===== src/logic/common_pkg.sv =====
package common_pkg;

   // Plain data word on every bus.
   typedef logic [31:0] uint32;

   typedef logic [29:0] word_addr;                 // Word address, byte offset dropped.

   typedef logic [3:0]  byte_mask;                 // One enable per byte lane.

endpackage

===== src/logic/memory_bus_pkg.sv =====
package memory_bus_pkg;
   import common_pkg::*;

   // Command issued by a bus master; the result comes back in the same cycle.
   typedef struct packed {
      word_addr address;
      logic     mem_read;
      logic     mem_write;
      byte_mask mask_byte;
      uint32    write_data;
   } bus_cmd;

   typedef struct packed {
      uint32 read_data;
   } bus_result;

   // Coarse class of a bus command.
   typedef enum logic [1:0] {
      op_idle,
      op_read,
      op_write
   } bus_op;

   // Serial states of the UART transmitter.
   typedef enum logic [1:0] {
      tx_idle,                                     // Line high, ready for a write.
      tx_start,                                    // Start bit, line low.
      tx_data,                                     // Eight data bits, LSB first.
      tx_stop                                      // Stop bit, line high.
   } uart_state;

endpackage


===== src/logic/slave_bus_mux.sv =====
module slave_bus_mux
   import common_pkg::*;
   import memory_bus_pkg::*;
#(
   parameter int MEM_BASE  = 0,
   parameter int MEM_WORDS = 1024,
   parameter int UART_BASE = 'h800
) (
   input  bus_cmd    cmd_in,
   output bus_result result_out,
   output logic      invalid_address,
   output bus_cmd    mem_cmd,
   input  bus_result mem_result,
   output bus_cmd    uart_cmd,
   input  bus_result uart_result
);

   localparam word_addr MEM_LO  = word_addr'(MEM_BASE);
   localparam word_addr MEM_LEN = word_addr'(MEM_WORDS);
   localparam word_addr UART_AT = word_addr'(UART_BASE);

   word_addr mem_offset;
   logic     hit_mem;
   logic     hit_uart;
   logic     strobe;

   assign mem_offset = cmd_in.address - MEM_LO;    // Memory sees addresses from zero.
   assign hit_mem    = (cmd_in.address >= MEM_LO) && (mem_offset < MEM_LEN);
   assign hit_uart   = (cmd_in.address == UART_AT); // One-word window.
   assign strobe     = cmd_in.mem_read | cmd_in.mem_write;

   assign invalid_address = strobe && !hit_mem && !hit_uart;

   always_comb begin
      mem_cmd           = cmd_in;
      mem_cmd.address   = mem_offset;
      mem_cmd.mem_read  = cmd_in.mem_read  & hit_mem;
      mem_cmd.mem_write = cmd_in.mem_write & hit_mem;
   end

   always_comb begin
      uart_cmd           = cmd_in;
      uart_cmd.mem_read  = cmd_in.mem_read  & hit_uart;
      uart_cmd.mem_write = cmd_in.mem_write & hit_uart;
   end

   // Only the hit device drives the shared result.
   always_comb begin
      if (hit_mem) begin
         result_out = mem_result;
      end else if (hit_uart) begin
         result_out = uart_result;
      end else begin
         result_out = '0;                          // Unmapped reads return zero.
      end
   end

endmodule


===== config.mk =====
export PLATFORM = sky130hd
export DESIGN_NAME = slave_bus_mux
export DESIGN_NICKNAME = d
export VERILOG_FILES = /design/src/logic/common_pkg.sv /design/src/logic/memory_bus_pkg.sv /design/src/logic/slave_bus_mux.sv
export SDC_FILE = /design/constraint.sdc
export NUM_CORES = 1
export LEC_CHECK = 0
export BUFFER_PORTS_ARGS = -buffer_cell sky130_fd_sc_hd__buf_2
export CAP_MARGIN = 30
export CORE_AREA = 4 4 116 118
export DETAILED_ROUTE_END_ITERATION = 10
export DIE_AREA = 0 0 120 122
export GPL_TIMING_DRIVEN = 0
export PLACE_DENSITY = 0.49
export SYNTH_ARGS = -nofsm -noshare
export SYNTH_HDL_FRONTEND = slang
export SYNTH_SLANG_ARGS = --single-unit

===== constraint.sdc =====
create_clock -name vclk -period 2.4
set_input_delay 0.24 -clock vclk [all_inputs]
set_output_delay 0.24 -clock vclk [all_outputs]
set_load 0.02 [all_outputs]

# Word-level counts from Yosys, hierarchy flattened
# Index checks and enable logic that the tools add are counted.
[classes]
add_sub_neg = 0
multipliers = 0
div_mod_pow = 0
magnitude_cmp = 2
eq_ne = 1
shifts = 0
n_mux = 2
n_bitwise = 5
n_reduce_logical = 5
[ops]
columns = ["operator", "count"]
rows = [
  ["32-bit 2-to-1 mux", 2],
  ["30-bit by 12-bit equality test with 1-bit output (second input constant)", 1],
  ["30-bit by 1-bit greater-or-equal comparator with 1-bit output (second input constant)", 1],
  ["30-bit by 11-bit less-than comparator with 1-bit output (second input constant)", 1],
  ["1-bit bitwise AND", 4],
  ["1-bit logical AND", 3],
  ["1-bit logical NOT", 2],
  ["1-bit bitwise OR", 1],
]
[word_totals]
register_bits = 0
latchBits = 0
ramBits = 0
romBits = 0
in_bits = 132
out_inout_bits = 169
wordCells = 15
memories = 0

# Logic depth before layout (Yosys ltp)
[depth]
depth_word = 5
mapped_depth = 7
mapped_depth_nobuf = 4

# Worst setup path before layout
# Ideal clock, no wire load.
[synth_timing]
path_kind = "input port to output port"
start = "input cmd_in[60] (netlist bit)"
end = "output result_out[20] (netlist bit)"
t_arrival_ps = 1584
setup_slack_ps = 576
cell_stages = 5
n_path_buf = 1
cell_sequence = "or4_4 > nor2_4 > buf_2 > nand3_1 > o2bb2ai_1"
[synth_rtl]
columns = ["element", "line", "source"]
rows = [
  ["from (decl)", "slave_bus_mux.sv:9", "input bus_cmd cmd_in,"],
  ["to (decl)", "slave_bus_mux.sv:10", "output bus_result result_out,"],
]

==> key figures <==
STA
  • Final-report hold violation count: 0
  • Max Freq: 470 MHz
  • Rel. slew slack: 0.682
  • RSZ-0062 raised after global routing: false
  • Slew Limit Fails: 0
  • Period utilisation layout: 0.887
  • Final number of setup-violating endpoints: 0
  • Setup TNS: 0 ns
  • Tightest Pin Transition: 0.477 ns
  • Minimum clock period: 2.13 ns

Worst setup path
  • Crit path kind: in -> out
  • CP Cell Sequence: buf_2 -> nor4_2 -> nand4_2 -> or2_1 -> clkbuf_1 -> buf_2 -> o2bb2ai_1 -> buf_2
  • CP max stage cell: nor4_2
  • Kind of cell adding the most delay to the critical path: simple AND/OR/NAND/NOR gates
  • Bufs and invs on worst path: 4
  • Critical path required time: 2.16 ns
  • Worst Setup End Kind: output port
  • CP Launch Type: input pin
  • Worst path max stage delay: 0.31 ns
  • Worst-path maximum fanout: 10
  • Most common cell on crit path: buf_2
  • Crit path arrival time: 1.89 ns

Floorplan
  • # rows: 41
  • Die Wd: 120 um
  • Core Box Area: 12500 um2
  • Die area: 14600 um2
  • Initial Util: 0.146
  • Ports: 301
  • Die H: 122 um

Pwr
  • Comb power frac: 1.000
  • Peak supply drop: 0.0000884 V
  • Sequential share of power: 0
  • Net Switching: 278 uW
  • Leak: 1.92 nW
  • Cell Int Power: 272 uW
  • Power share of the clock group: 0
  • Switching Share: 0.506
  • Total power draw: 550 uW
  • Power Density: 163 nW/um2

CTS
  • Setup Fix Bufs, Post-CTS: 0
  • Cts repair resizes: 0
  • Cts hold-fix bufs: 0

GRT
  • GR Util met2: 0.196
  • Global Route Usage Sum: 0.0976
  • Global route hottest layer: met2
  • Antenna violations before repair: 0
  • Vias in the first global route: 2334
  • Wire length of the first global-routing pass: 11700 um
  • Grt total ovfl: 0
  • M1 GR Usage: 0.105
  • Largest net degree at the start of global routing: 11
  • Met3 usage: 0.0260

Final layout
  • Sequential cell area: 0 um2
  • Layout area overhead: 85.2%
  • Fillers: 1402
  • Most frequent cells in the layout: 270 x buf_2, 135 x buf_4, 33 x nand3_1, 20 x o2bb2ai_2, 11 x o2bb2ai_1
  • Share of cells above drive strength 1: 0.879
  • Fin cells: 670
  • Most common cell after layout, fill and taps aside: buf_2
  • Final sequential cell count: 0
  • Final nets: 631
  • CLK BUF: 0

Placed design
  • # placed instances: 667
  • IO Port Bufs: 264
  • Gpl congestion: 0.790
  • Hpwl dp: 7570 um

Detailed routing
  • Initial drt markers: 29
  • First-pass iteration count of the detailed router: 4
  • Vias per std cell: 3.60
  • DR vias: 2411
  • Final ANT Viol Nets: 0
  • Routed WL per cell: 12.5 um
  • DRC Markers: 0
  • Drt total wl: 8360 um

Logic synthesis
  • Synth Warn #: 0
  • Cell Area, Synth: 1820 um2
  • Yosys cell types: 21
  • Post-Synthesis Cells: 231
  • Syn avg cell area: 7.89 um2
  • Seq/Total Area, Yosys: 0
  • Syn_nets: 363

Outcome
  • Status: complete, no violations

Flow run
  • Max-cap violations: 0

Min path
  • HP Class: in -> out
-- final timing paths --
check	startpoint	to	slack, ns	cells past startpoint
worst min-delay path	cmd_in[32]	mem_cmd[32]	0.70	2
worst max-delay path	cmd_in[64]	result_out[25]	0.27	8
-- power by group through the flow --
stage	Sequential (mW)	Clock, mW	Combinational, mW
after floorplan	0	0	0.342
after global placement	0	0	0.553
after detailed placement	0	0	0.556
after CTS	0	0	0.557
after global routing	0	0	0.586
final	0	0.0000000558	0.550
-- metrics by stage --
step	hold slack, ns	utilization	setup WS [ns]	area, um2
2_1_floorplan	0.593	-	0.576	1820
3_3_place_gp	0.700	0.269	0.0925	3360
3_5_place_dp	0.699	0.269	0.0793	3360
4_1_cts	0.699	0.269	0.0874	3360
5_1_grt	0.701	0.271	0.0460	3370
6_report	0.698	0.271	0.270	3380
-- cells in the mapped netlist, drive strengths merged --
master	count	area [um2]
buf	142	1060
nand3	33	165
o2bb2ai	31	397
nor4	6	71.3
and2	4	27.5
clkbuf	4	15.0
nor2	4	22.5
a2111oi	1	8.76
a2bb2o	1	10.0
nand4	1	12.5
nor3	1	5.00
nor4b	1	8.76
or2	1	6.26
or4	1	11.3
-- layer usage --
| metal | vias up | wire (um) |
|---|---|---|
| li1 | 1204 | - |
| met1 | 1048 | 2860 |
| met2 | 153 | 4500 |
| met3 | 6 | 916 |
| met4 | 0 | 82 |
| met5 | - | 0 |
-- cells by family (layout without fill, tap and decap cells) --
group                  after synthesis  after routing  share of synthesized area
AOI/OAI and AO/OA                   33             33                      0.228
buffers and inverters              146            412                      0.591
other                                0              1                          0
and+or+nand+nor                     52             52                      0.181
-- area by class of cell --
cell class	count	area (um2)	area share
Antenna cell	1	2.50	0.000741
Buffer	146	1080	0.319
Timing Repair Buffer	266	1340	0.396
Multi-Input combinational cell	85	746	0.221
Tap cell	172	215	0.0637
Note: power is estimated with default switching activity, not from simulation.
