--- config.mk ---
export PLATFORM = sky130hd
export DESIGN_NAME = master_bus_mux
export DESIGN_NICKNAME = d
export VERILOG_FILES = /design/src/logic/common_pkg.sv /design/src/logic/memory_bus_pkg.sv /design/src/logic/master_bus_mux.sv
export SDC_FILE = /design/constraint.sdc
export NUM_CORES = 1
export LEC_CHECK = 0
export BUFFER_PORTS_ARGS = -buffer_cell sky130_fd_sc_hd__buf_2
export CORE_AREA = 2 2 118 120
export DETAILED_ROUTE_END_ITERATION = 8
export DIE_AREA = 0 0 120 122
export PLACE_DENSITY_LB_ADDON = 0.08
export SLEW_MARGIN = 20
export SYNTH_ARGS = -nofsm -noshare
export SYNTH_HDL_FRONTEND = slang
export SYNTH_SLANG_ARGS = --single-unit
--- constraint.sdc ---
create_clock -name vclk -period 2.2
set_clock_uncertainty 0.1 [all_clocks]
set_input_delay 0.44 -clock vclk [all_inputs]
set_output_delay 0.44 -clock vclk [all_outputs]
set_load 0.1 [all_outputs]
--- src/logic/common_pkg.sv ---
package common_pkg;

   // Plain data word on every bus.
   typedef logic [31:0] uint32;

   typedef logic [29:0] word_addr;                 // Word address, byte offset dropped.

   typedef logic [3:0]  byte_mask;                 // One enable per byte lane.

endpackage
--- src/logic/memory_bus_pkg.sv ---
package memory_bus_pkg;
   import common_pkg::*;

   // Command issued by a bus master; the result comes back in the same cycle.
   typedef struct packed {
      word_addr address;
      logic     mem_read;
      logic     mem_write;
      byte_mask mask_byte;
      uint32    write_data;
   } bus_cmd;

   typedef struct packed {
      uint32 read_data;
   } bus_result;

   // Coarse class of a bus command.
   typedef enum logic [1:0] {
      op_idle,
      op_read,
      op_write
   } bus_op;

   // Serial states of the UART transmitter.
   typedef enum logic [1:0] {
      tx_idle,                                     // Line high, ready for a write.
      tx_start,                                    // Start bit, line low.
      tx_data,                                     // Eight data bits, LSB first.
      tx_stop                                      // Stop bit, line high.
   } uart_state;

endpackage

--- src/logic/master_bus_mux.sv ---
module master_bus_mux
   import memory_bus_pkg::*;
(
   input  logic      use_a,
   input  bus_cmd    a_cmd,
   output bus_result a_result,
   input  bus_cmd    b_cmd,
   output bus_result b_result,
   output bus_cmd    common_cmd,
   input  bus_result common_result
);

   // The selected master owns the bus.
   assign common_cmd = use_a ? a_cmd : b_cmd;

   always_comb begin
      a_result = '0;                               // Idle master reads zero.
      b_result = '0;
      if (use_a) begin
         a_result = common_result;
      end else begin
         b_result = common_result;
      end
   end

endmodule

Word level (Yosys, flattened, before mapping) --
Cells that the tools add are included.
Operators by class: muxes and demuxes 3
Operators with widths (count):
- 68-bit two-way mux | 1
- 32-bit two-way mux | 2
Word-level totals: logic and storage cells 3, output and inout bits 132, flip-flop bits (word level) 0, bits of input ports 169

Longest topological paths before layout --
Gate-level depths: netlist (run 1).
depth after elaboration 1, gate-level depth with buffers 4, depth with buffers taken out 1

Worst setup path after synthesis (run 1) --
Ideal clock, no wire load.
path type input to output, from input port use_a, to output port b_result[10] (netlist bit), data required time 1.660 ns, slack -0.519 ns, path buffers 3, stages on the path 4, arrival time 2.179 ns, path through buf_6 buf_6 buf_2 nor2b_1
RTL lines:
- from (decl) | line master_bus_mux.sv:4 | input logic use_a,
- to (decl) | line master_bus_mux.sv:8 | output bus_result b_result,

==> reports/results.tsv, run 1 <==
metric	value	unit
status	finished, final reports clean	
ys_seq_area_share	0	%
seqCellArea	0	um2
synth-simple-area-share	30.3	%
required	1660	ps
fillers	1408	
start_util	9.79	%
intPower	630	uW
yosys_warnings	0	
cp_slowest_cell	mux2_2	
postRouteWirelength	8.19	mm
whs	1160	ps
die_width	120	um
fin_crit	2050	ps
synthAdderAreaFrac	0	%
dpl_cell_area	4340	um2
synth_cell_types	7	
dp.cells	627	
multiInputGateArea	1240	um2
final_cells	627	
grt_usage	9.72	%
drive_gt1_share	86.6	%
gp_congestion	0.741	
switching_power	1.42	mW
seq_cells	0	
wl_per_cell	13.1	um
vias	2233	
post_cts_buffers	0	
seqPwrFrac	0	%
cap_violations	0	
drtAntennaViolNets	0	
synth_cells	147	
fmax	488	MHz
vdd_drop_max	0.211	mV
arrival	1510	ps
grt_max_degree	28	
p_total	2.05	mW
antenna_found_initial	1	
nNetsFinal	618	
die_area	14600	um2
final_area	4340	um2
place_hpwl	7.75	mm
fp-row-count	43	
relSlewSlack	66.5	%
critPathMaxFanout	27	
worst_setup_path_end_kind	primary output	
report.final.hold_viol_count	0	
die_h	122	um
grt_pass1_wl	11.4	mm
worst_slack	152	ps
startpoint_type	primary input	
critPathBufInv	3	
postSynthAreaPerCell	9.00	um2
dp_slack	126	ps
via_per_inst	3.56	
switching_share	69.3	%
crit_path_start	use_a	
period_share	93.1	%
hp-start	a_cmd[65]	
core_area	13500	um2
synthesis.area	1320	um2
first_iter_violations	22	
syn-num-nets	316	
power_frac_comb	100.0	%
fin_tns_setup	0	ps
synth-compound-area-share	0	%
drv_slew	0	
worst_pin_slew	506	ps
first_global_vias	2038	
hold_class	primary input to primary output	
cts_hold_buffers	0	
finalSetupViolCount	0	
overflow	0	
rsz0062_at_grt	no	
dr.pass1.iters	4	
p_leak	2.17	nW
cp_top_family	buffers and inverters	
ios	301	
cts_resized	0	
clkPwrFrac	0	%
final.clkbuf_count	0	
crit_chain	buf_4 > buf_12 > mux2_2 > buf_2	
final_core_util	32.1	%
io_buffers	301	
synth_top_family_by_area	multiplexers	
remaining_drc_errors	0	
antenna_cells	0	
areaGrowthSynthToFinish	228	%
slowest_delay	350	ps
power_density	473	nW/um2
synthMuxAreaShare	62.4	%
synthXorXnorAreaFrac	0	%
crit_type	primary input to primary output	
==> synth_stat cells, drive strengths merged <==
master | n | area [um2]
and2 | 32 | 200
mux2 | 68 | 826
clkbuf | 3 | 11.3
buf | 12 | 85.1
nor2b | 32 | 200
==> worst min-delay path, delay by kind of cell <==
kind	cells	cell delay (ps)
buffers and inverters	2	230
multiplexers	1	140
==> cell usage in the layout, fill, tap and decap left out <==
master / netlist / final
buf_2: 8 / 220
nor2b_2: 0 / 4
nor2b_1: 32 / 28
buf_4: 0 / 10
and2_1: 32 / 32
mux2_2: 52 / 52
mux2_4: 16 / 16
buf_12: 0 / 85
==> path summary, 6_finish.rpt <==
check / endpoint / slack [ps] / cells past startpoint
setup / recovery: common_cmd[67] / 150 / 4
hold / removal: common_cmd[65] / 1160 / 3
==> per-layer routing <==
| layer | GRT usage [%] | part of all wire [%] |
|---|---|---|
| met5 | 0 | 0.12 |
| met4 | 0.294 | 0.33 |
| met3 | 2.39 | 12 |
| met2 | 21.6 | 58 |
| met1 | 9.11 | 30 |
==> cells by family after synthesis <==
family / Yosys count
buffers and inverters: 15
and+or+nand+nor: 64
muxes: 68
==> power groups by stage <==
stage	clock [mW]	sequential (mW)	combinational (mW)
final	0	0	2.05
after global routing	0	0	2.11
after CTS	0	0	2.07
after detailed placement	0	0	2.07
after global placement	0	0	2.07
after floorplan	0	0	1.41
==> layout make-up <==
| type | instances | area share (%) |
|---|---|---|
| Tap cell | 180 | 5.19 |
| Timing Repair Buffer | 315 | 66.3 |
| Multi-Input combinational cell | 132 | 28.5 |
Note: power is estimated with default switching activity, not from simulation.
==> run 2, diff against run 1 <==
REMOVE_ABC_BUFFERS = 1   (was not set)
==> reports/results.tsv, run 2 (synthesized netlist as in run 1, its figures left out) <==
metric	value	unit	change
worst_setup_path_end_kind	primary output		
wl_met2	4.71	mm	-0.47%
grt_pass1_wl	11.5	mm	+1.7%
power_frac_comb	100.0	%	about the same
via_per_inst	3.49		-2.0%
overflow	0		unchanged
cap_violations	0		unchanged
fmax	473	MHz	-3.1%
status	finished, final reports clean		
gp_congestion	0.762		+2.8%
io_buffers	301		unchanged
first_iter_violations	47		+110%
fin_tns_setup	0	ps	unchanged
critPathMaxFanout	50		+85%
arrival	1570	ps	+60 ps
required	1660	ps	about the same
seqPwrFrac	0	%	unchanged
final_core_util	31.2	%	-0.93 points
dp_slack	96.6	ps	-29.8 ps
seqCellArea	0	um2	unchanged
antenna_found_initial	0		-1
drtAntennaViolNets	0		unchanged
rsz0062_at_grt	no		
die_area	14600	um2	unchanged
layout_common_cells	buf_2 (222), buf_12 (81), mux2_2 (52), and2_1 (32), nor2b_1 (32)		
hold_class	primary input to primary output		
period_share	96.0	%	+3.0 points
cts_resized	0		unchanged
intPower	610	uW	-3.3%
wl_per_cell	13.8	um	+5.7%
switching_power	1.42	mW	+0.15%
vdd_drop_max	0.195	mV	-7.9%
whs_path_depth	3		unchanged
drv_slew	0		unchanged
fin_crit	2110	ps	+65.5 ps
grt_max_degree	51		+82%
dr.max_layer_used	met3		
finalSetupViolCount	0		unchanged
report.final.hold_viol_count	0		unchanged
die_width	120	um	unchanged
vias	2160		-3.3%
whs	1160	ps	+2.43 ps
crit_type	primary input to primary output		
switching_share	70.0	%	+0.74 points
remaining_drc_errors	0		unchanged
grt_usage	10.1	%	+0.34 points
relSlewSlack	66.4	%	-0.087 points
worst_slack	86.9	ps	-65.5 ps
cts_hold_buffers	0		unchanged
p_leak	2.11	nW	-2.8%
seq_cells	0		unchanged
post_cts_buffers	0		unchanged
core_area	13500	um2	unchanged
clkPwrFrac	0	%	unchanged
die_h	122	um	unchanged
areaGrowthSynthToFinish	219	%	
hp-start	a_cmd[51]		
postRouteWirelength	8.54	mm	+4.3%
first_global_vias	1969		-3.4%
ios	301		unchanged
wl_met1	3.08	mm	+25%
hold_end	common_cmd[51]		
dr.pass1.iters	4		unchanged
start_util	9.79	%	unchanged
startpoint_type	primary input		
final.clkbuf_count	0		unchanged
met3_length	757	um	-21%
fp-row-count	43		unchanged
drive_gt1_share	85.4	%	-1.2 points
final_common_cell	buf_2		
place_hpwl	7.84	mm	+1.1%
antenna_cells	0		unchanged
power_density	483	nW/um2	+2.0%
nNetsFinal	610		-1.3%
worst_pin_slew	508	ps	+1.31 ps
## run 2: changes by cell type in the layout (fill, tap and decap cells not counted)
cell,before,now
buf_12,85,81
buf_2,220,222
buf_4,10,4
nor2b_1,28,32
nor2b_2,4,0
## run 2: final cells by class
| cell class | count | area [um2] |
|---|---|---|
| Fill cell | 1404 | 9290 |
| Multi-Input combinational cell | 132 | 1230 |
| Tap cell | 180 | 225 |
| Timing Repair Buffer | 307 | 2760 |
## run 2: how the worst max path moves through the flow
| stage | from | endpoint | slack [ps] |
|---|---|---|---|
| 6_report | use_a | common_cmd[64] | 90 |
| 3_3_place_gp | use_a | common_cmd[64] | 100 |
| 2_1_floorplan | use_a | b_result[0] | -120 |
| 4_1_cts | use_a | common_cmd[64] | 90 |
| 3_5_place_dp | use_a | common_cmd[64] | 100 |
| 5_1_grt | use_a | common_cmd[64] | 50 |
## run 2: critical path: stages
cell,delay (ps)
buf_4,140
buf_12,260
buf_4,210
mux2_4,320
buf_12,170
## run 2: layer usage
| layer | global-route usage (%) | vias up |
|---|---|---|
| li1 | - | 1082 |
| met1 | 11.2 | 951 |
| met2 | 20.7 | 127 |
| met3 | 1.92 | 0 |
| met4 | 0 | 0 |
| met5 | 0 | - |
## run 2: stage by stage
stage | instances | cell area (um2) | total power [mW]
after floorplan | 132 | 1230 | 1.37
after global placement | 619 | 4210 | 2.05
after detailed placement | 619 | 4210 | 2.05
after CTS | 619 | 4210 | 2.05
after global routing | 619 | 4210 | 2.09
final | 619 | 4210 | 2.03
## run 2: power by group through the flow
stage / clock network, mW / logic, mW / registers (mW)
2_1_floorplan: 0 / 1.37 / 0
3_5_place_dp: 0 / 2.05 / 0
4_1_cts: 0 / 2.05 / 0
5_1_grt: 0 / 2.09 / 0
6_report: 0 / 2.03 / 0
3_3_place_gp: 0 / 2.05 / 0
