### src/logic/common_pkg.sv
package common_pkg;

   // Plain data word on every bus.
   typedef logic [31:0] uint32;

   typedef logic [29:0] word_addr;                 // Word address, byte offset dropped.

   typedef logic [3:0]  byte_mask;                 // One enable per byte lane.

endpackage
### src/logic/memory_bus_pkg.sv
package memory_bus_pkg;
   import common_pkg::*;

   // Command issued by a bus master; the result comes back in the same cycle.
   typedef struct packed {
      word_addr address;
      logic     mem_read;
      logic     mem_write;
      byte_mask mask_byte;
      uint32    write_data;
   } bus_cmd;

   typedef struct packed {
      uint32 read_data;
   } bus_result;

   // Coarse class of a bus command.
   typedef enum logic [1:0] {
      op_idle,
      op_read,
      op_write
   } bus_op;

   // Serial states of the UART transmitter.
   typedef enum logic [1:0] {
      tx_idle,                                     // Line high, ready for a write.
      tx_start,                                    // Start bit, line low.
      tx_data,                                     // Eight data bits, LSB first.
      tx_stop                                      // Stop bit, line high.
   } uart_state;

endpackage

### src/logic/uart_tx.sv
module uart_tx
   import memory_bus_pkg::*;
#(
   parameter int CLKS_PER_BIT = 8
) (
   input  logic      clk,
   input  logic      rst,
   input  bus_cmd    uartbuscmd,
   output bus_result uartbusres,
   output logic      tx
);

   localparam int CW = $clog2(CLKS_PER_BIT + 1);

   uart_state      state_q;
   logic [CW-1:0]  clk_cnt_q;
   logic [2:0]     bit_idx_q;
   logic [7:0]     shift_q;
   logic           busy;
   logic           accept;
   logic           bit_end;

   assign busy    = (state_q != tx_idle);
   assign accept  = uartbuscmd.mem_write && !busy; // Writes while busy are dropped.
   assign bit_end = (clk_cnt_q == CW'(CLKS_PER_BIT - 1));

   assign uartbusres.read_data = {31'b0, busy};

   // Shift register holds the byte in flight.
   always_ff @(posedge clk) begin
      if (accept) begin
         shift_q <= uartbuscmd.write_data[7:0];
      end else if (state_q == tx_data && bit_end) begin
         shift_q <= shift_q >> 1;
      end
   end

   always_ff @(posedge clk) begin
      if (rst) begin
         state_q   <= tx_idle;
         tx        <= 1'b1;                        // Line idles high.
         clk_cnt_q <= '0;
         bit_idx_q <= '0;
      end else begin
         clk_cnt_q <= bit_end ? '0 : clk_cnt_q + 1'b1;
         case (state_q)
            tx_idle: begin
               clk_cnt_q <= '0;
               if (accept) begin
                  state_q <= tx_start;
                  tx      <= 1'b0;                 // Start bit.
               end
            end
            tx_start: begin
               if (bit_end) begin
                  state_q   <= tx_data;
                  tx        <= shift_q[0];
                  bit_idx_q <= '0;
               end
            end
            tx_data: begin
               if (bit_end) begin
                  if (bit_idx_q == 3'd7) begin
                     state_q <= tx_stop;
                     tx      <= 1'b1;              // Stop bit.
                  end else begin
                     bit_idx_q <= bit_idx_q + 1'b1;
                     tx        <= shift_q[1];      // Next bit before the shift lands.
                  end
               end
            end
            tx_stop: begin
               if (bit_end) begin
                  state_q <= tx_idle;
               end
            end
            default: begin
               state_q <= tx_idle;
               tx      <= 1'b1;
            end
         endcase
      end
   end

endmodule

### config.mk
export PLATFORM = sky130hd
export DESIGN_NAME = uart_tx
export DESIGN_NICKNAME = d
export VERILOG_FILES = /design/src/logic/common_pkg.sv /design/src/logic/memory_bus_pkg.sv /design/src/logic/uart_tx.sv
export SDC_FILE = /design/constraint.sdc
export NUM_CORES = 1
export LEC_CHECK = 0
export BUFFER_PORTS_ARGS = -buffer_cell sky130_fd_sc_hd__clkbuf_2
export CAP_MARGIN = 20
export CELL_PAD_IN_SITES_DETAIL_PLACEMENT = 1
export CELL_PAD_IN_SITES_GLOBAL_PLACEMENT = 1
export CORE_MARGIN = 3
export CORE_UTILIZATION = 25
export CTS_BUF_LIST = sky130_fd_sc_hd__clkbuf_4 sky130_fd_sc_hd__clkbuf_8 sky130_fd_sc_hd__clkbuf_16
export DETAILED_ROUTE_END_ITERATION = 6
export PLACE_DENSITY_LB_ADDON = 0.1
export SETUP_SLACK_MARGIN = 0.3
export SYNTH_ARGS = -nofsm -noshare
export SYNTH_HDL_FRONTEND = slang
export SYNTH_SLANG_ARGS = --single-unit
### constraint.sdc
create_clock -name clk -period 2 [get_ports clk]
set_input_delay 0.2 -clock clk [delete_from_list [all_inputs] [get_ports clk]]
set_output_delay 0.2 -clock clk [all_outputs]
set_load 0.01 [all_outputs]
After elaboration in Yosys (flattened, before gate mapping)
Cells that the tools add are included.
- word-level logic and storage cells: 47
- memories: 0
- latch bits: 0
- register bits: 18
- RAM bits: 0
- ROM bits: 0
- equal/unequal tests: 11
- $mul: 0
- order comparisons: 0
- shift operators: 0
- add/subtract/negate cells: 2
- bitwise operators: 0
- divide/modulo/power cells: 0
- multiplexer cells: 17
- reductions and logical operators: 12
- operator list (cell ; count):
    8-bit 2-to-1 mux ; 2
    2-bit 2-to-1 mux ; 5
    2-bit inequality test (second input constant) ; 5
    3-bit 2-to-1 mux ; 3
    2-bit case mux with 4 select lines ; 1
    4-bit AND reduction ; 2
    3-bit case mux with 2 select lines ; 1
    2-bit nonzero test ; 3
    5-bit AND reduction ; 1
    4-bit by 1-bit adder with 4-bit output (second input constant) ; 1
    2-bit == test (second input constant) ; 2
    4-bit by 3-bit == test with 1-bit output (second input constant) ; 1
    1-bit 2-to-1 mux ; 4
    3-bit by 1-bit adder with 3-bit output (second input constant) ; 1
    3-bit == test (second input constant) ; 1
    1-bit case mux with 3 select lines ; 1
    3-bit nonzero test ; 1
    3-bit OR reduction ; 1
    2-bit by 1-bit == test with 1-bit output (second input constant) ; 1
    1-bit logical AND ; 2
    2-bit zero test ; 1
    2-bit by 1-bit inequality test with 1-bit output (second input constant) ; 1
    1-bit zero test ; 1

Logic depth before layout (Yosys ltp)
- depth after elaboration: 5
- depth in mapped cells: 6
- mapped depth without buffers: 6

Worst setup path after synthesis
No wires, ideal clock.
- path type: register to register
- start point: register state_q[0]
- end point: register state_q[1]
- stages on the path, launching flop included: 7
- library setup time: 124 ps
- arrival time: 1621 ps
- slack: 255 ps
- path through: dfxtp_1 -> inv_1 -> ha_1 -> or3_1 -> a211oi_2 -> mux2i_1 -> nor2_1
- longest elaborated chain between the ends: 5
- ends and longest elaborated chain (what ; RTL line ; source):
    start: declaration ; uart_tx.sv:15 ; uart_state state_q;
    start signal: assignment ; uart_tx.sv:40 ; state_q <= tx_idle;
    start signal: assignment ; uart_tx.sv:50 ; state_q <= tx_start;
    start signal: assignment ; uart_tx.sv:56 ; state_q <= tx_data;
    2-bit nonzero test ; uart_tx.sv:23 ; assign busy = (state_q != tx_idle);
    1-bit zero test ; uart_tx.sv:24 ; assign accept = uartbuscmd.mem_write && !busy;
    1-bit logical AND ; uart_tx.sv:24 ;
    2-bit inequality test (no line) ; n/a ;
    5-bit AND reduction (no line) ; n/a ;
Several ways; a longest one is shown, not always the timed one.
A chain may end at the register's enable or synchronous reset.

Worst setup path in the final report
Ends and elaborated chain as after synthesis.

==> flow_summary.html <==
<table>
<tr><th>Metric</th><th>Value</th></tr>
<tr><th colspan="2">Outcome</th></tr>
<tr><td>Outcome</td><td>finished, final reports clean</td></tr>
<tr><th colspan="2">Power</th></tr>
<tr><td>Static leakage</td><td>0.561 nW</td></tr>
<tr><td>Comb power frac</td><td>0.452</td></tr>
<tr><td>Power spent charging and discharging nets</td><td>0.000523 W</td></tr>
<tr><td>Sequential Power Share</td><td>0.386</td></tr>
<tr><td>Worst ir drop on vdd</td><td>0.237 mV</td></tr>
<tr><td>Power per cell area</td><td>1220 nW/um^2</td></tr>
<tr><td>Clock network fraction of total power</td><td>0.161</td></tr>
<tr><td>Internal power</td><td>0.00101 W</td></tr>
<tr><td>Switching power as a share of total power</td><td>0.341</td></tr>
<tr><th colspan="2">Setup path</th></tr>
<tr><td>Setup crit start kind</td><td>register</td></tr>
<tr><td>Buffers &amp; Inverters on Critical Path</td><td>1</td></tr>
<tr><td>Data required, critical path</td><td>2140 ps</td></tr>
<tr><td>Category of the worst setup path capture point</td><td>register</td></tr>
<tr><td>Top delay family on crit path</td><td>simple AND/OR/NAND/NOR gates</td></tr>
<tr><td>Crit Path Max Fanout</td><td>4</td></tr>
<tr><td>Destination of the worst register-to-register timing path</td><td>state_q[1]</td></tr>
<tr><td>Reg2Reg Launch Point</td><td>state_q[0]</td></tr>
<tr><td>Cell-by-cell trace of the critical path</td><td>buf_6, ha_2, or3_4, a211oi_4, mux2i_1, nor2_1</td></tr>
<tr><td>Worst setup path start</td><td>state_q[0]</td></tr>
<tr><td>Peak per-stage delay on the critical path</td><td>370 ps</td></tr>
<tr><td>Reg2Reg Depth</td><td>6</td></tr>
<tr><td>Register-to-register path setup slack</td><td>340 ps</td></tr>
<tr><td>Arrival @ worst endpoint</td><td>1800 ps</td></tr>
<tr><td>Classification of the worst setup path</td><td>reg -&gt; reg</td></tr>
<tr><td>Cell with the largest stage delay on the worst path</td><td>sky130_fd_sc_hd__or3_4</td></tr>
<tr><th colspan="2">Worst hold path</th></tr>
<tr><td>Source of the worst hold timing path</td><td>rst</td></tr>
<tr><td>Worst hold path cell count</td><td>2</td></tr>
<tr><td>Hold/Removal Path Class</td><td>in -&gt; reg</td></tr>
<tr><td>Hold Path Sink</td><td>state_q[1]</td></tr>
<tr><th colspan="2">Final layout</th></tr>
<tr><td>Final core occ</td><td>0.300</td></tr>
<tr><td>Synthesis-to-layout area growth</td><td>10.7%</td></tr>
<tr><td>Area taken by multi-input logic gates</td><td>599 um^2</td></tr>
<tr><td>Ant. Diodes</td><td>0</td></tr>
<tr><td>Ratio of cells with drive above 1 in the final layout</td><td>0.310</td></tr>
<tr><td>Layout Nets</td><td>207</td></tr>
<tr><td>Post-route cell area</td><td>1250 um^2</td></tr>
<tr><td>Area of all sequential standard cells</td><td>448 um^2</td></tr>
<tr><td>Fill cells</td><td>484</td></tr>
<tr><td>Post-route non-filler standard cell count</td><td>176</td></tr>
<tr><th colspan="2">Clock tree</th></tr>
<tr><td>TritonCTS buffer count</td><td>3</td></tr>
<tr><td>CTS Hold Bufs</td><td>0</td></tr>
<tr><td>Number of clock sinks</td><td>18</td></tr>
<tr><td>Max Buffers Root-to-Sink</td><td>2</td></tr>
<tr><td>CTS tree</td><td>yes</td></tr>
<tr><td>Clock-pin slew on the worst setup and hold paths</td><td>60 ps</td></tr>
<tr><td>Later-pin clock latency in the skew report</td><td>250 ps</td></tr>
<tr><td>Root buffer cell</td><td>sky130_fd_sc_hd__clkbuf_8</td></tr>
<tr><td>Depth of the CTS H-tree</td><td>1</td></tr>
<tr><th colspan="2">Flow run</th></tr>
<tr><td>Total of max-cap violations</td><td>0</td></tr>
<tr><th colspan="2">Logic synthesis</th></tr>
<tr><td>Proportion of register bits with asynchronous set or reset after synthesis</td><td>0</td></tr>
<tr><td>Count of flip-flops with a built-in enable after synthesis</td><td>8</td></tr>
<tr><td>Count of yosys warnings during synthesis</td><td>0</td></tr>
<tr><td>Gate count after technology mapping</td><td>111</td></tr>
<tr><td>Main flop type after synthesis</td><td>sky130_fd_sc_hd__dfxtp_1</td></tr>
<tr><td>Seq/Total Area, Yosys</td><td>0.389</td></tr>
<tr><td>Synth Cell Area</td><td>1130 um^2</td></tr>
<tr><td>Number of different library cells in the post-synthesis netlist</td><td>28</td></tr>
<tr><td>Yosys reg bits</td><td>18</td></tr>
<tr><td>Synthesized area divided by synthesized cell count</td><td>10.2 um^2</td></tr>
<tr><th colspan="2">Floorplan</th></tr>
<tr><td>Die W</td><td>73.3 um</td></tr>
<tr><td>Num ports</td><td>103</td></tr>
<tr><td>Floorplan Core Area</td><td>4170 um^2</td></tr>
<tr><td>Overall die height</td><td>73.3 um</td></tr>
<tr><td>Placement Rows</td><td>23</td></tr>
<tr><td>Initial core utilization</td><td>0.271</td></tr>
<tr><td>Die footprint</td><td>5370 um^2</td></tr>
<tr><th colspan="2">Placed design</th></tr>
<tr><td>Input/output buffers</td><td>12</td></tr>
<tr><td>Last weighted congestion value of the routability-driven placer</td><td>0.679</td></tr>
<tr><td>Post-Place Worst Slack</td><td>175 ps</td></tr>
<tr><td>Estimated wirelength of the detail-placed design</td><td>1.57 mm</td></tr>
<tr><td>Dpl cell area</td><td>1120 um^2</td></tr>
<tr><td>Placed Cells incl. Taps</td><td>170</td></tr>
<tr><th colspan="2">Global route</th></tr>
<tr><td>Global Route Usage Sum</td><td>0.0804</td></tr>
<tr><td>Maximum number of pins on one net before global-route repair</td><td>10</td></tr>
<tr><td>Vias in the first global route</td><td>688</td></tr>
<tr><td>Antenna violations before repair</td><td>0</td></tr>
<tr><td>Wire length of the first global-routing pass</td><td>3.23 mm</td></tr>
<tr><td>Overflow left after global routing</td><td>0</td></tr>
<tr><th colspan="2">Drt</th></tr>
<tr><td>Routed vias</td><td>684</td></tr>
<tr><td>Post-DR wirelength/cell</td><td>11.5 um</td></tr>
<tr><td>Count of unresolved DRC violations after routing</td><td>0</td></tr>
<tr><td>Final ANT Viol Nets</td><td>0</td></tr>
<tr><td>First-iteration detailed-routing DRC count</td><td>30</td></tr>
<tr><td>Detailed-routing iteration count for the pre-antenna-repair pass</td><td>4</td></tr>
<tr><td>Detailed Route WL</td><td>2.03 mm</td></tr>
<tr><td>Drt via density</td><td>3.89</td></tr>
<tr><th colspan="2">STA</th></tr>
<tr><td>RSZ-0062 raised after global routing</td><td>true</td></tr>
<tr><td>Fmax</td><td>603 MHz</td></tr>
<tr><td>Final setup viols</td><td>0</td></tr>
<tr><td>Final critical-path share of the clock period</td><td>0.830</td></tr>
<tr><td>Period minus WS final</td><td>1660 ps</td></tr>
<tr><td>Clock skew</td><td>2.66 ps</td></tr>
<tr><td>Setup TNS</td><td>0 ps</td></tr>
<tr><td>Least setup slack across all paths after layout</td><td>340 ps</td></tr>
<tr><td>Final Hold Violating Endpoints</td><td>0</td></tr>
<tr><td>Final Max Slew Viols</td><td>0</td></tr>
</table>
routing by layer:
| layer | GRT usage | routed length (um) |
|---|---|---|
| met5 | 0 | 0 |
| met4 | 0.0492 | 25 |
| met3 | 0.0219 | 139 |
| met2 | 0.137 | 1050 |
| met1 | 0.0879 | 813 |
final cells by class:
type,count,area share
multi-input combinational,86,0.479
sequential,18,0.358
timing repair buffer,15,0.0689
tap,50,0.0500
clock buffer,3,0.0330
inverter,4,0.0120
stage by stage:
stage	total power (W)	hold slack [ps]
after floorplan	0.00105	418
after global placement	0.00112	434
after detailed placement	0.00113	448
after CTS	0.00151	241
after global routing	0.00167	250
final	0.00153	229
synthesized netlist by cell type (2+ instances only):
| cell type | number | area share |
|---|---|---|
| sky130_fd_sc_hd__a211oi_1 | 2 | 0.013 |
| sky130_fd_sc_hd__a22oi_1 | 2 | 0.013 |
| sky130_fd_sc_hd__buf_4 | 32 | 0.21 |
| sky130_fd_sc_hd__dfxtp_1 | 10 | 0.18 |
| sky130_fd_sc_hd__edfxtp_1 | 8 | 0.21 |
| sky130_fd_sc_hd__ha_1 | 9 | 0.10 |
| sky130_fd_sc_hd__inv_1 | 4 | 0.013 |
| sky130_fd_sc_hd__mux2_2 | 7 | 0.070 |
| sky130_fd_sc_hd__mux2i_1 | 2 | 0.018 |
| sky130_fd_sc_hd__nand2_1 | 5 | 0.017 |
| sky130_fd_sc_hd__nor2_1 | 9 | 0.030 |
| sky130_fd_sc_hd__nor2b_1 | 3 | 0.017 |
| sky130_fd_sc_hd__o21ai_0 | 2 | 0.0088 |
| sky130_fd_sc_hd__or3_1 | 2 | 0.011 |
registers in the layout, indices dropped and copies added (netlist names):
name / count
state_q: 2
shift_q: 8
bit_idx_q: 3
clk_cnt_q: 4
tx: 1
placed cells by master (no fill, tap or decap), drive strengths merged, types with 2 or more instances in the layout:
cell	netlist	layout
conb	1	31
nor2	9	9
ha	9	9
o21ai	2	2
mux2	7	7
mux2i	2	2
edfxtp	8	8
nand2	5	5
or3	2	2
inv	4	4
clkbuf	1	15
a22oi	2	2
a211oi	3	3
nor2b	3	3
buf	32	3
dfxtp	10	10
power by group through the flow:
stage | logic (W) | clock network, W | registers [W]
final | 0.000693 | 0.000247 | 0.000592
after global routing | 0.000783 | 0.000275 | 0.000607
after CTS | 0.000656 | 0.000263 | 0.000589
after detailed placement | 0.000548 | 0 | 0.000581
after global placement | 0.000538 | 0 | 0.000580
after floorplan | 0.000478 | 0 | 0.000568
what timing repair did:
action	in CTS	in global routing
buffers inserted	2	1
resized for setup	10	8
endpoints found under the setup margin	18	20
hold endpoints to repair	0	0
pin swaps	1	4
cloned	0	0
cell families after synthesis:
logic type | count (synthesis) | synth area share
buffers and inverters | 37 | 0.229
and+or+nand+nor | 27 | 0.121
DFF | 18 | 0.389
adders and majority gates | 9 | 0.0996
muxes | 9 | 0.0874
AOI/OAI and AO/OA | 8 | 0.0553
xor gates and xnor gates | 2 | 0.0155
other | 1 | 0.00332
how the worst max path moves through the flow:
stage,to,cells after the start
detailed placement,state_q[1],6
CTS,state_q[1],6
global route,state_q[1],6
floorplan,state_q[1],6
global placement,state_q[1],6
finish,state_q[1],6
worst register-to-register path, delay by kind of cell, from the launching register on:
| family | cells | cell delay, ps |
|---|---|---|
| AO/OA/AOI/OAI | 1 | 280 |
| adder cells (fa/ha/maj) | 1 | 160 |
| buffers and inverters | 1 | 110 |
| flip-flops | 1 | 360 |
| AND/OR/NAND/NOR | 2 | 430 |
| multiplexers | 1 | 220 |
Note: power is estimated with default switching activity, not from simulation.
